===== src/hdl/icache_pkg.sv =====
package icache_pkg;

    localparam int ADDR_W = 32;
    localparam int DATA_W = 32;

    // Byte address of the instruction to fetch
    typedef struct packed {
        logic [ADDR_W-1:0] addr;
    } fetch_req_t;

    typedef struct packed {
        logic [ADDR_W-1:0] addr;
        logic [DATA_W-1:0] instr;
    } fetch_rsp_t;

    // Word-aligned address of the critical word of a burst
    typedef struct packed {
        logic [ADDR_W-1:0] addr;
    } mem_req_t;

    typedef struct packed {
        logic [DATA_W-1:0] data;
        logic              last;
    } mem_beat_t;

    typedef struct packed {
        logic [ADDR_W-1:0] addr;
        logic [DATA_W-1:0] data;
    } mem_load_t;

    typedef enum logic [1:0] {
        ic_idle,
        ic_refill,
        ic_install
    } icache_state_e;

    typedef enum logic [1:0] {
        pf_empty,
        pf_requesting,
        pf_filling,
        pf_full
    } prefetch_state_e;

endpackage


===== src/hdl/icache_prefetch.sv =====
`timescale 1ns/1ps

module icache_prefetch
    import icache_pkg::*;
#(
    parameter int BLOCK_WORDS = 4
) (
    input  logic                                Clk,
    input  logic                                reset,
    input  logic                                pf_start,
    input  logic [ADDR_W-1:0]                   pf_addr,
    input  logic [ADDR_W-1:0]                   lk_addr,
    output logic                                lk_hit,
    output logic [BLOCK_WORDS-1:0][DATA_W-1:0]  lk_block,
    input  logic                                lk_take,
    input  logic                                dmd_valid,
    input  mem_req_t                            dmd_req,
    output logic                                dmd_ready,
    output logic                                dmd_beat_valid,
    output mem_beat_t                           dmd_beat,
    output logic                                mem_valid,
    output mem_req_t                            mem_req,
    input  logic                                mem_ready,
    input  logic                                mem_beat_valid,
    input  mem_beat_t                           mem_beat
);

    localparam int OFF_W = $clog2(BLOCK_WORDS);
    localparam int BLK_LSB = OFF_W + 2;

    prefetch_state_e   pf_state_q;
    logic [ADDR_W-1:0] pf_addr_q;
    logic [OFF_W-1:0]  pf_off_q;
    logic              busy_q;
    logic              owner_dmd_q;
    logic              accept;
    logic              pf_beat;

    assign lk_hit = (pf_state_q == pf_full) &&
                    (lk_addr[ADDR_W-1:BLK_LSB] == pf_addr_q[ADDR_W-1:BLK_LSB]);

    // Demand always wins the port, a waiting prefetch is simply not presented
    assign mem_valid = dmd_valid || (pf_state_q == pf_requesting);
    assign mem_req   = dmd_valid ? dmd_req : '{addr: pf_addr_q};
    assign dmd_ready = mem_ready;
    assign accept    = mem_valid && mem_ready;

    // Route beats to whoever owns the burst
    assign dmd_beat_valid = mem_beat_valid && owner_dmd_q;
    assign dmd_beat       = mem_beat;
    assign pf_beat        = mem_beat_valid && !owner_dmd_q;

    always_ff @(posedge Clk) begin
        if (reset) begin
            pf_state_q  <= pf_empty;
            busy_q      <= 1'b0;
            owner_dmd_q <= 1'b0;
        end else begin
            if (accept) begin
                busy_q      <= 1'b1;
                owner_dmd_q <= dmd_valid;
            end else if (mem_beat_valid && mem_beat.last) begin
                busy_q <= 1'b0;
            end
            case (pf_state_q)
                pf_empty: begin
                    if (pf_start) begin
                        pf_state_q <= pf_requesting;
                    end
                end
                pf_requesting: begin
                    // Cancelled if a demand miss takes the port first
                    if (dmd_valid) begin
                        pf_state_q <= pf_empty;
                    end else if (mem_ready) begin
                        pf_state_q <= pf_filling;
                    end
                end
                pf_filling: begin
                    if (pf_beat && mem_beat.last) begin
                        pf_state_q <= pf_full;
                    end
                end
                default: begin
                    if (pf_start) begin
                        pf_state_q <= pf_requesting;
                    end else if (lk_take) begin
                        pf_state_q <= pf_empty;
                    end
                end
            endcase
        end
    end

    // Prefetch asks for word 0, so beats land in order
    always_ff @(posedge Clk) begin
        if (pf_start) begin
            pf_addr_q <= pf_addr;
            pf_off_q  <= '0;
        end else if (pf_beat) begin
            lk_block[pf_off_q] <= mem_beat.data;
            pf_off_q           <= pf_off_q + 1'b1;
        end
    end

    assert property (@(posedge Clk) disable iff (reset) mem_beat_valid |-> busy_q);

endmodule


===== config.mk =====
export PLATFORM = sky130hd
export DESIGN_NAME = icache_prefetch
export DESIGN_NICKNAME = d
export VERILOG_FILES = /design/src/hdl/icache_pkg.sv /design/src/hdl/icache_prefetch.sv
export SDC_FILE = /design/constraint.sdc
export NUM_CORES = 1
export LEC_CHECK = 0
export BUFFER_PORTS_ARGS = -buffer_cell sky130_fd_sc_hd__clkbuf_2
export CAP_MARGIN = 25
export CORE_ASPECT_RATIO = 0.7
export CORE_MARGIN = 2
export CORE_UTILIZATION = 43
export CTS_CLUSTER_SIZE = 24
export DETAILED_ROUTE_END_ITERATION = 6
export PLACE_DENSITY = 0.78
export SETUP_SLACK_MARGIN = 0.15
export SKIP_LAST_GASP = 1
export SYNTH_ARGS = -nofsm -noshare
export SYNTH_HDL_FRONTEND = slang
export SYNTH_SLANG_ARGS = --single-unit
export TNS_END_PERCENT = 10

===== constraint.sdc =====
create_clock -name Clk -period 3.2 [get_ports Clk]
set_clock_uncertainty 0.1 [all_clocks]
set_input_delay 0.16 -clock Clk [delete_from_list [all_inputs] [get_ports Clk]]
set_output_delay 0.16 -clock Clk [all_outputs]
set_load 0.02 [all_outputs]

==> flow_metrics.py, run 1 <==
metrics = {
    "pwr": {
        "vdd_drop_max_mv": 0.419,
        "p_leak_nw": 3.79,
        "powerDensity_nw_per_um2": 555,
    },
    "synth": {
        "syn_area_sq_um": 6130,
        "netlist_top_cells_area": "edfxtp_1, mux2_2, buf_4",
        "synth_seq_cells": 165,
        "yosysSeqAreaShare_pct": 80.0,
        "synth_top_area_share_pct": 78.4,
        "synthCells": 312,
        "syn_area_per_cell_sq_um": 19.6,
        "yosys_warnings": 0,
        "ys_top_cells_by_count": "edfxtp_1, buf_4, mux2_2, xor2_1, xnor2_1",
        "yosysMostFrequentCell": "edfxtp_1",
        "yosys.area.top_type": "edfxtp_1",
        "ys_async_sr_fraction_pct": 0,
        "syn-num-nets": 456,
        "synth-edff-count": 160,
        "synth_ff_type": "edfxtp_1",
        "synth.distinct_cells": 28,
    },
    "layout": {
        "area_growth_pct": 46.4,
        "fillCellCount": 998,
        "layout-drive-gt1-share_pct": 56.6,
        "insertedDiodeCount": 0,
        "nNetsFinal": 833,
    },
    "drt": {
        "route.detailed.drc": 0,
        "ant_nets": 0,
        "via_per_inst": 4.65,
        "drtPass1Iterations": 4,
        "dr.first_iter.drc_count": 259,
        "wl_um": 15600,
        "vias": 4145,
        "routedWlPerCell_um": 17.5,
    },
    "clock_network": {
        "cts_buffers": 17,
        "clockRootBuffer": "clkbuf_16",
        "postCtsResizedCells": 0,
        "post-cts-setup-buffer-count": 0,
        "clock_path_buffers": 2,
        "clk_pin_slew_ns": 0.06,
        "cts_tree": "done",
        "ctsHtreeMaxLevel": 4,
        "insertion_delay_ns": 0.41,
        "clock_sinks": 165,
    },
    "setup_path": {
        "cp-start-kind": "register",
        "path_class": "reg2out",
        "critPathMaxFanout": 2,
        "cp.required_ns": 2.94,
        "critPathArrivalTime_ns": 2.04,
        "end_kind": "output pin",
    },
    "placed_design": {
        "place_ws_ns": 1.14,
        "place_congestion": 0.889,
        "numPortBuffers": 328,
        "dpl.hpwl_um": 10400,
    },
    "timing": {
        "timing.final.ws_setup_ns": 0.903,
        "tns_ns": 0,
        "final_hold_viol_count": 0,
        "rsz0062_at_grt": "no",
        "finalSetupViolCount": 0,
        "slew_viol_final": 0,
        "relSlewSlack_pct": 39.9,
        "fmax_mhz": 435,
        "layout_min_cycle_time_ns": 2.30,
        "period_share_pct": 71.8,
        "tightest_slew_ns": 0.902,
    },
    "grt": {
        "grt_pass1_wl_um": 23900,
        "grt-ovfl-total": 0,
        "grt_use_total_pct": 20.8,
        "grt_max_degree": 36,
        "grt_pass1_vias": 4440,
        "antenna_found_initial": 0,
    },
    "worst_hold_path": {
        "hp-class": "in2reg",
    },
    "floorplan": {
        "die_w_um": 147,
        "core-area_sq_um": 13900,
        "ios": 333,
        "fp-row-count": 36,
        "die_area_sq_um": 15200,
        "initial_utilization_pct": 44.0,
        "die_h_um": 104,
    },
    "run_status": {
        "status": "finished clean",
    },
    "flow_run": {
        "maxCapViolations": 0,
    },
}
==> cell type report <==
cell class,count,area (sq um),share of cell area [%]
Clock buffer,18,429,4.78
Inverter,5,18.8,0.209
Sequential cell,165,4900,54.7
Multi-Input combinational cell,104,936,10.4
Clock inverter,14,128,1.42
Timing Repair Buffer,396,2320,25.8
Tap cell,190,238,2.65
==> logic make-up (layout without fill, tap and decap cells) <==
kind of cell / Yosys count / after routing / synth area share [%]
compound gates: 7 / 7 / 0.817
mux: 33 / 33 / 6.04
xor+xnor: 29 / 29 / 4.14
flops: 165 / 165 / 80.0
simple gates: 27 / 27 / 2.55
buf+inv: 43 / 433 / 4.80
fa+ha+maj: 8 / 8 / 1.63
==> state kept, by name (all words and copies together), names as in the netlist <==
register / cells
pf_off_q: 2
owner_dmd_q: 1
pf_addr_q: 32
lk_block: 128
pf_state_q: 2
==> worst paths after layout <==
kind,start,to,slack [ns],cells past startpoint
worst max-delay path,pf_addr_q[31]$_DFFE_PP_,lk_hit,0.90,5
worst min-delay path,mem_beat_valid,pf_off_q[1]$_SDFFE_PP0N_,0.11,4
worst max register to register,pf_state_q[0]$_SDFFE_PP0P_,pf_state_q[1]$_SDFFE_PP0P_,1.13,6
worst min register to register,pf_state_q[0]$_SDFFE_PP0P_,pf_state_q[0]$_SDFFE_PP0P_,0.43,2
==> critical path, stage by stage (launching register included) <==
cell and delay [ns]:
edfxtp_1 0.40, xor2_1 0.18, nor4_1 0.41, nand4_1 0.21, nor4_1 0.21, clkbuf_2 0.22
==> layer usage <==
layer	vias up	routed length (um)	GRT usage (%)
met5	-	0	0
met4	0	230	8.88
met2	199	8430	37.8
li1	1902	-	-
met1	2024	5790	22.2
met3	20	1170	6.54
==> power by group <==
| part | internal (mW) | total, mW | switching (mW) | leakage, nW |
|---|---|---|---|---|
| Clock | 1.08 | 1.90 | 0.825 | 0.254 |
| Combinational | 0.252 | 0.572 | 0.320 | 2.02 |
| Sequential | 2.46 | 2.50 | 0.0403 | 1.51 |
==> stage by stage <==
stage               instance area [sq um]  power, mW  hold WS, ns  util (%)  std cells
floorplan                            6130       2.84        0.129         -        312
CTS                                  8970       5.01       0.0947      64.5        892
finish                               8970       4.98        0.113      64.5        892
detailed placement                   7750       3.05        0.239      55.7        794
global route                         8970       5.15        0.137      64.5        892
global placement                     7750       3.04        0.237      55.7        794
==> cells in the final DEF, fill, tap and decap left out, types with 3 or more instances in the layout <==
| cell type | netlist | layout |
|---|---|---|
| clkbuf_2 | 0 | 328 |
| inv_1 | 5 | 5 |
| xor2_1 | 19 | 19 |
| nor2_1 | 4 | 4 |
| ha_1 | 8 | 8 |
| and2_2 | 0 | 4 |
| xnor2_1 | 10 | 10 |
| dlygate4sd3_1 | 0 | 66 |
| edfxtp_1 | 160 | 160 |
| nor4_1 | 5 | 5 |
| mux2_2 | 32 | 32 |
| clkinvlp_4 | 0 | 6 |
| clkbuf_16 | 0 | 17 |
| nand4_1 | 3 | 3 |
| dfxtp_1 | 5 | 5 |
==> timing repair <==
item	CTS	global route
setup endpoints to repair	0	0
hold buffers	66	0
hold endpoints to repair	163	0
No activity file was read; power rests on OpenSTA's default activity.
==> inputs of run 2 (changes only) <==
==> constraint.sdc (replaced) <==
create_clock -name Clk -period 2.4 [get_ports Clk]
set_clock_uncertainty 0.1 [all_clocks]
set_input_delay 0.12 -clock Clk [delete_from_list [all_inputs] [get_ports Clk]]
set_output_delay 0.12 -clock Clk [all_outputs]
set_load 0.02 [all_outputs]
==> flow_metrics.py, run 2 (same netlist as run 1, synthesis figures left out) <==
metrics = {
    "grt": {
        "antenna_found_initial": 0,
        "grt_use_total_pct": 21.1,
        "grt_pass1_wl_um": 24200,
        "grt-ovfl-total": 0,
        "grt_max_degree": 33,
        "grt_pass1_vias": 4422,
    },
    "timing": {
        "tightest_slew_ns": 0.446,
        "layout_min_cycle_time_ns": 2.18,
        "tns_ns": 0,
        "period_share_pct": 90.7,
        "finalSetupViolCount": 0,
        "relSlewSlack_pct": 70.3,
        "slew_viol_final": 0,
        "final_hold_viol_count": 0,
        "rsz0062_at_grt": "yes",
        "hold_ws_ns": 0.0691,
        "fmax_mhz": 459,
    },
    "placed_design": {
        "dp_cells": 798,
        "dpl.hpwl_um": 10800,
        "place_congestion": 0.907,
        "numPortBuffers": 328,
    },
    "clock_network": {
        "ctsHtreeMaxLevel": 4,
        "clock_path_buffers": 2,
        "insertion_delay_ns": 0.40,
        "clock_sinks": 165,
        "clk_pin_slew_ns": 0.06,
        "clockRootBuffer": "clkbuf_16",
        "cts_tree": "done",
        "cts_buffers": 17,
    },
    "layout": {
        "most-common-layout-cells": "clkbuf_2, edfxtp_1, dlygate4sd3_1",
        "largestRegisters": "lk_block: 128 flops, pf_addr_q: 32 flops",
        "final_cells": 897,
        "layout_commonest_cell": "clkbuf_2",
        "nNetsFinal": 839,
        "multi_input_area_sq_um": 955,
        "area_growth_pct": 49.1,
        "insertedDiodeCount": 0,
        "top_register": "lk_block",
        "area.sequential_sq_um": 4900,
        "fillCellCount": 996,
        "largest_reg_flops": 128,
        "layout-drive-gt1-share_pct": 57.3,
    },
    "setup_path": {
        "critPathCapture": "pf_state_q[1]$_SDFFE_PP0P_",
        "reg2regPathDepth": 6,
        "r2r_end": "pf_state_q[1]$_SDFFE_PP0P_",
        "cp-start-kind": "register",
        "rr_startpoint": "pf_state_q[1]$_SDFFE_PP0P_",
        "crit_path_start": "pf_state_q[1]$_SDFFE_PP0P_",
        "path_class": "reg2reg",
        "critPathMaxFanout": 5,
        "cp.required_ns": 2.63,
        "critPathArrivalTime_ns": 2.40,
        "end_kind": "register",
        "rrSetupSlack_ns": 0.22,
    },
    "drt": {
        "wl_um": 15900,
        "vias": 4166,
        "top_layer_used": "met4",
        "ant_nets": 0,
        "routedWlPerCell_um": 17.7,
        "via_per_inst": 4.64,
        "drt-met1-wl_um": 6200,
        "wl_met3_um": 1060,
        "wl_met2_um": 8300,
        "route.detailed.drc": 0,
        "dr.first_iter.drc_count": 173,
        "drtPass1Iterations": 4,
    },
    "pwr": {
        "p_total_mw": 6.88,
        "vdd_drop_max_mv": 0.671,
        "p_leak_nw": 3.86,
        "powerDensity_nw_per_um2": 753,
    },
    "floorplan": {
        "die_h_um": 104,
        "fp-row-count": 36,
        "die_w_um": 147,
        "ios": 333,
        "core-area_sq_um": 13900,
        "die_area_sq_um": 15200,
        "initial_utilization_pct": 44.0,
    },
    "flow_run": {
        "maxCapViolations": 0,
    },
    "worst_hold_path": {
        "hp-class": "in2reg",
        "whs_path_depth": 1,
    },
    "run_status": {
        "status": "finished clean",
    },
}
[run 2: changes by cell type in the layout (fill, tap and decap cells not counted)]
cell / before / now
nor4_2: 0 / 3
clkinvlp_4: 6 / 4
bufinv_16: 1 / 3
clkinv_4: 0 / 1
clkinv_1: 2 / 0
clkbuf_2: 328 / 327
dlygate4sd3_1: 66 / 68
nor4_1: 5 / 2
buf_2: 0 / 1
buf_12: 0 / 4
[run 2: stage by stage]
stage | util (%) | area (sq um) | setup slack [ns]
floorplan | - | 6130 | 0.451
global placement | 56.3 | 7830 | 0.446
detailed placement | 56.3 | 7830 | 0.266
CTS | 65.5 | 9120 | 0.155
global route | 65.6 | 9140 | 0.149
finish | 65.6 | 9140 | 0.223
[run 2: routing by layer]
layer	track usage (%)	vias to the layer above
li1	-	1913
met1	25.0	2037
met2	36.1	190
met3	6.27	26
met4	8.60	0
met5	0	-
[run 2: repair_timing]
item / CTS / global route
setup buffers: 0 / 0
resized for setup: 0 / 4
endpoints found under the hold margin: 163 / 0
endpoints found under the setup margin: 0 / 2
hold buffers: 68 / 0
[run 2: layout make-up]
cell class	count	area share, %
Timing Repair Buffer	402	26.5
Inverter	5	0.205
Sequential cell	165	53.7
Clock inverter	13	1.90
Multi-Input combinational cell	104	10.4
Tap cell	190	2.60
Clock buffer	18	4.70
[run 2: worst min path at each step]
| stage | from | to |
|---|---|---|
| after floorplan | reset | pf_state_q[0]$_SDFFE_PP0P_ |
| after global placement | pf_addr[2] | pf_addr_q[2]$_DFFE_PP_ |
| after detailed placement | pf_addr[3] | pf_addr_q[3]$_DFFE_PP_ |
| after CTS | pf_start | pf_addr_q[23]$_DFFE_PP_ |
| after global routing | pf_start | pf_addr_q[17]$_DFFE_PP_ |
| final | pf_start | pf_addr_q[23]$_DFFE_PP_ |
[run 2: report_power, final]
group          internal [mW]  leakage (nW)  switching [mW]
clock                   1.65         0.283            1.10
sequential              3.28          1.51          0.0525
combinational          0.351          2.06           0.443
total                   5.28          3.86            1.59
[run 2: worst max-delay path, stage by stage, from the launching register on]
cell,delay [ns]
dfxtp_1,0.42
inv_1,0.09
ha_1,0.21
o21bai_1,0.17
a221o_1,0.41
or4b_1,0.53
a21oi_1,0.18
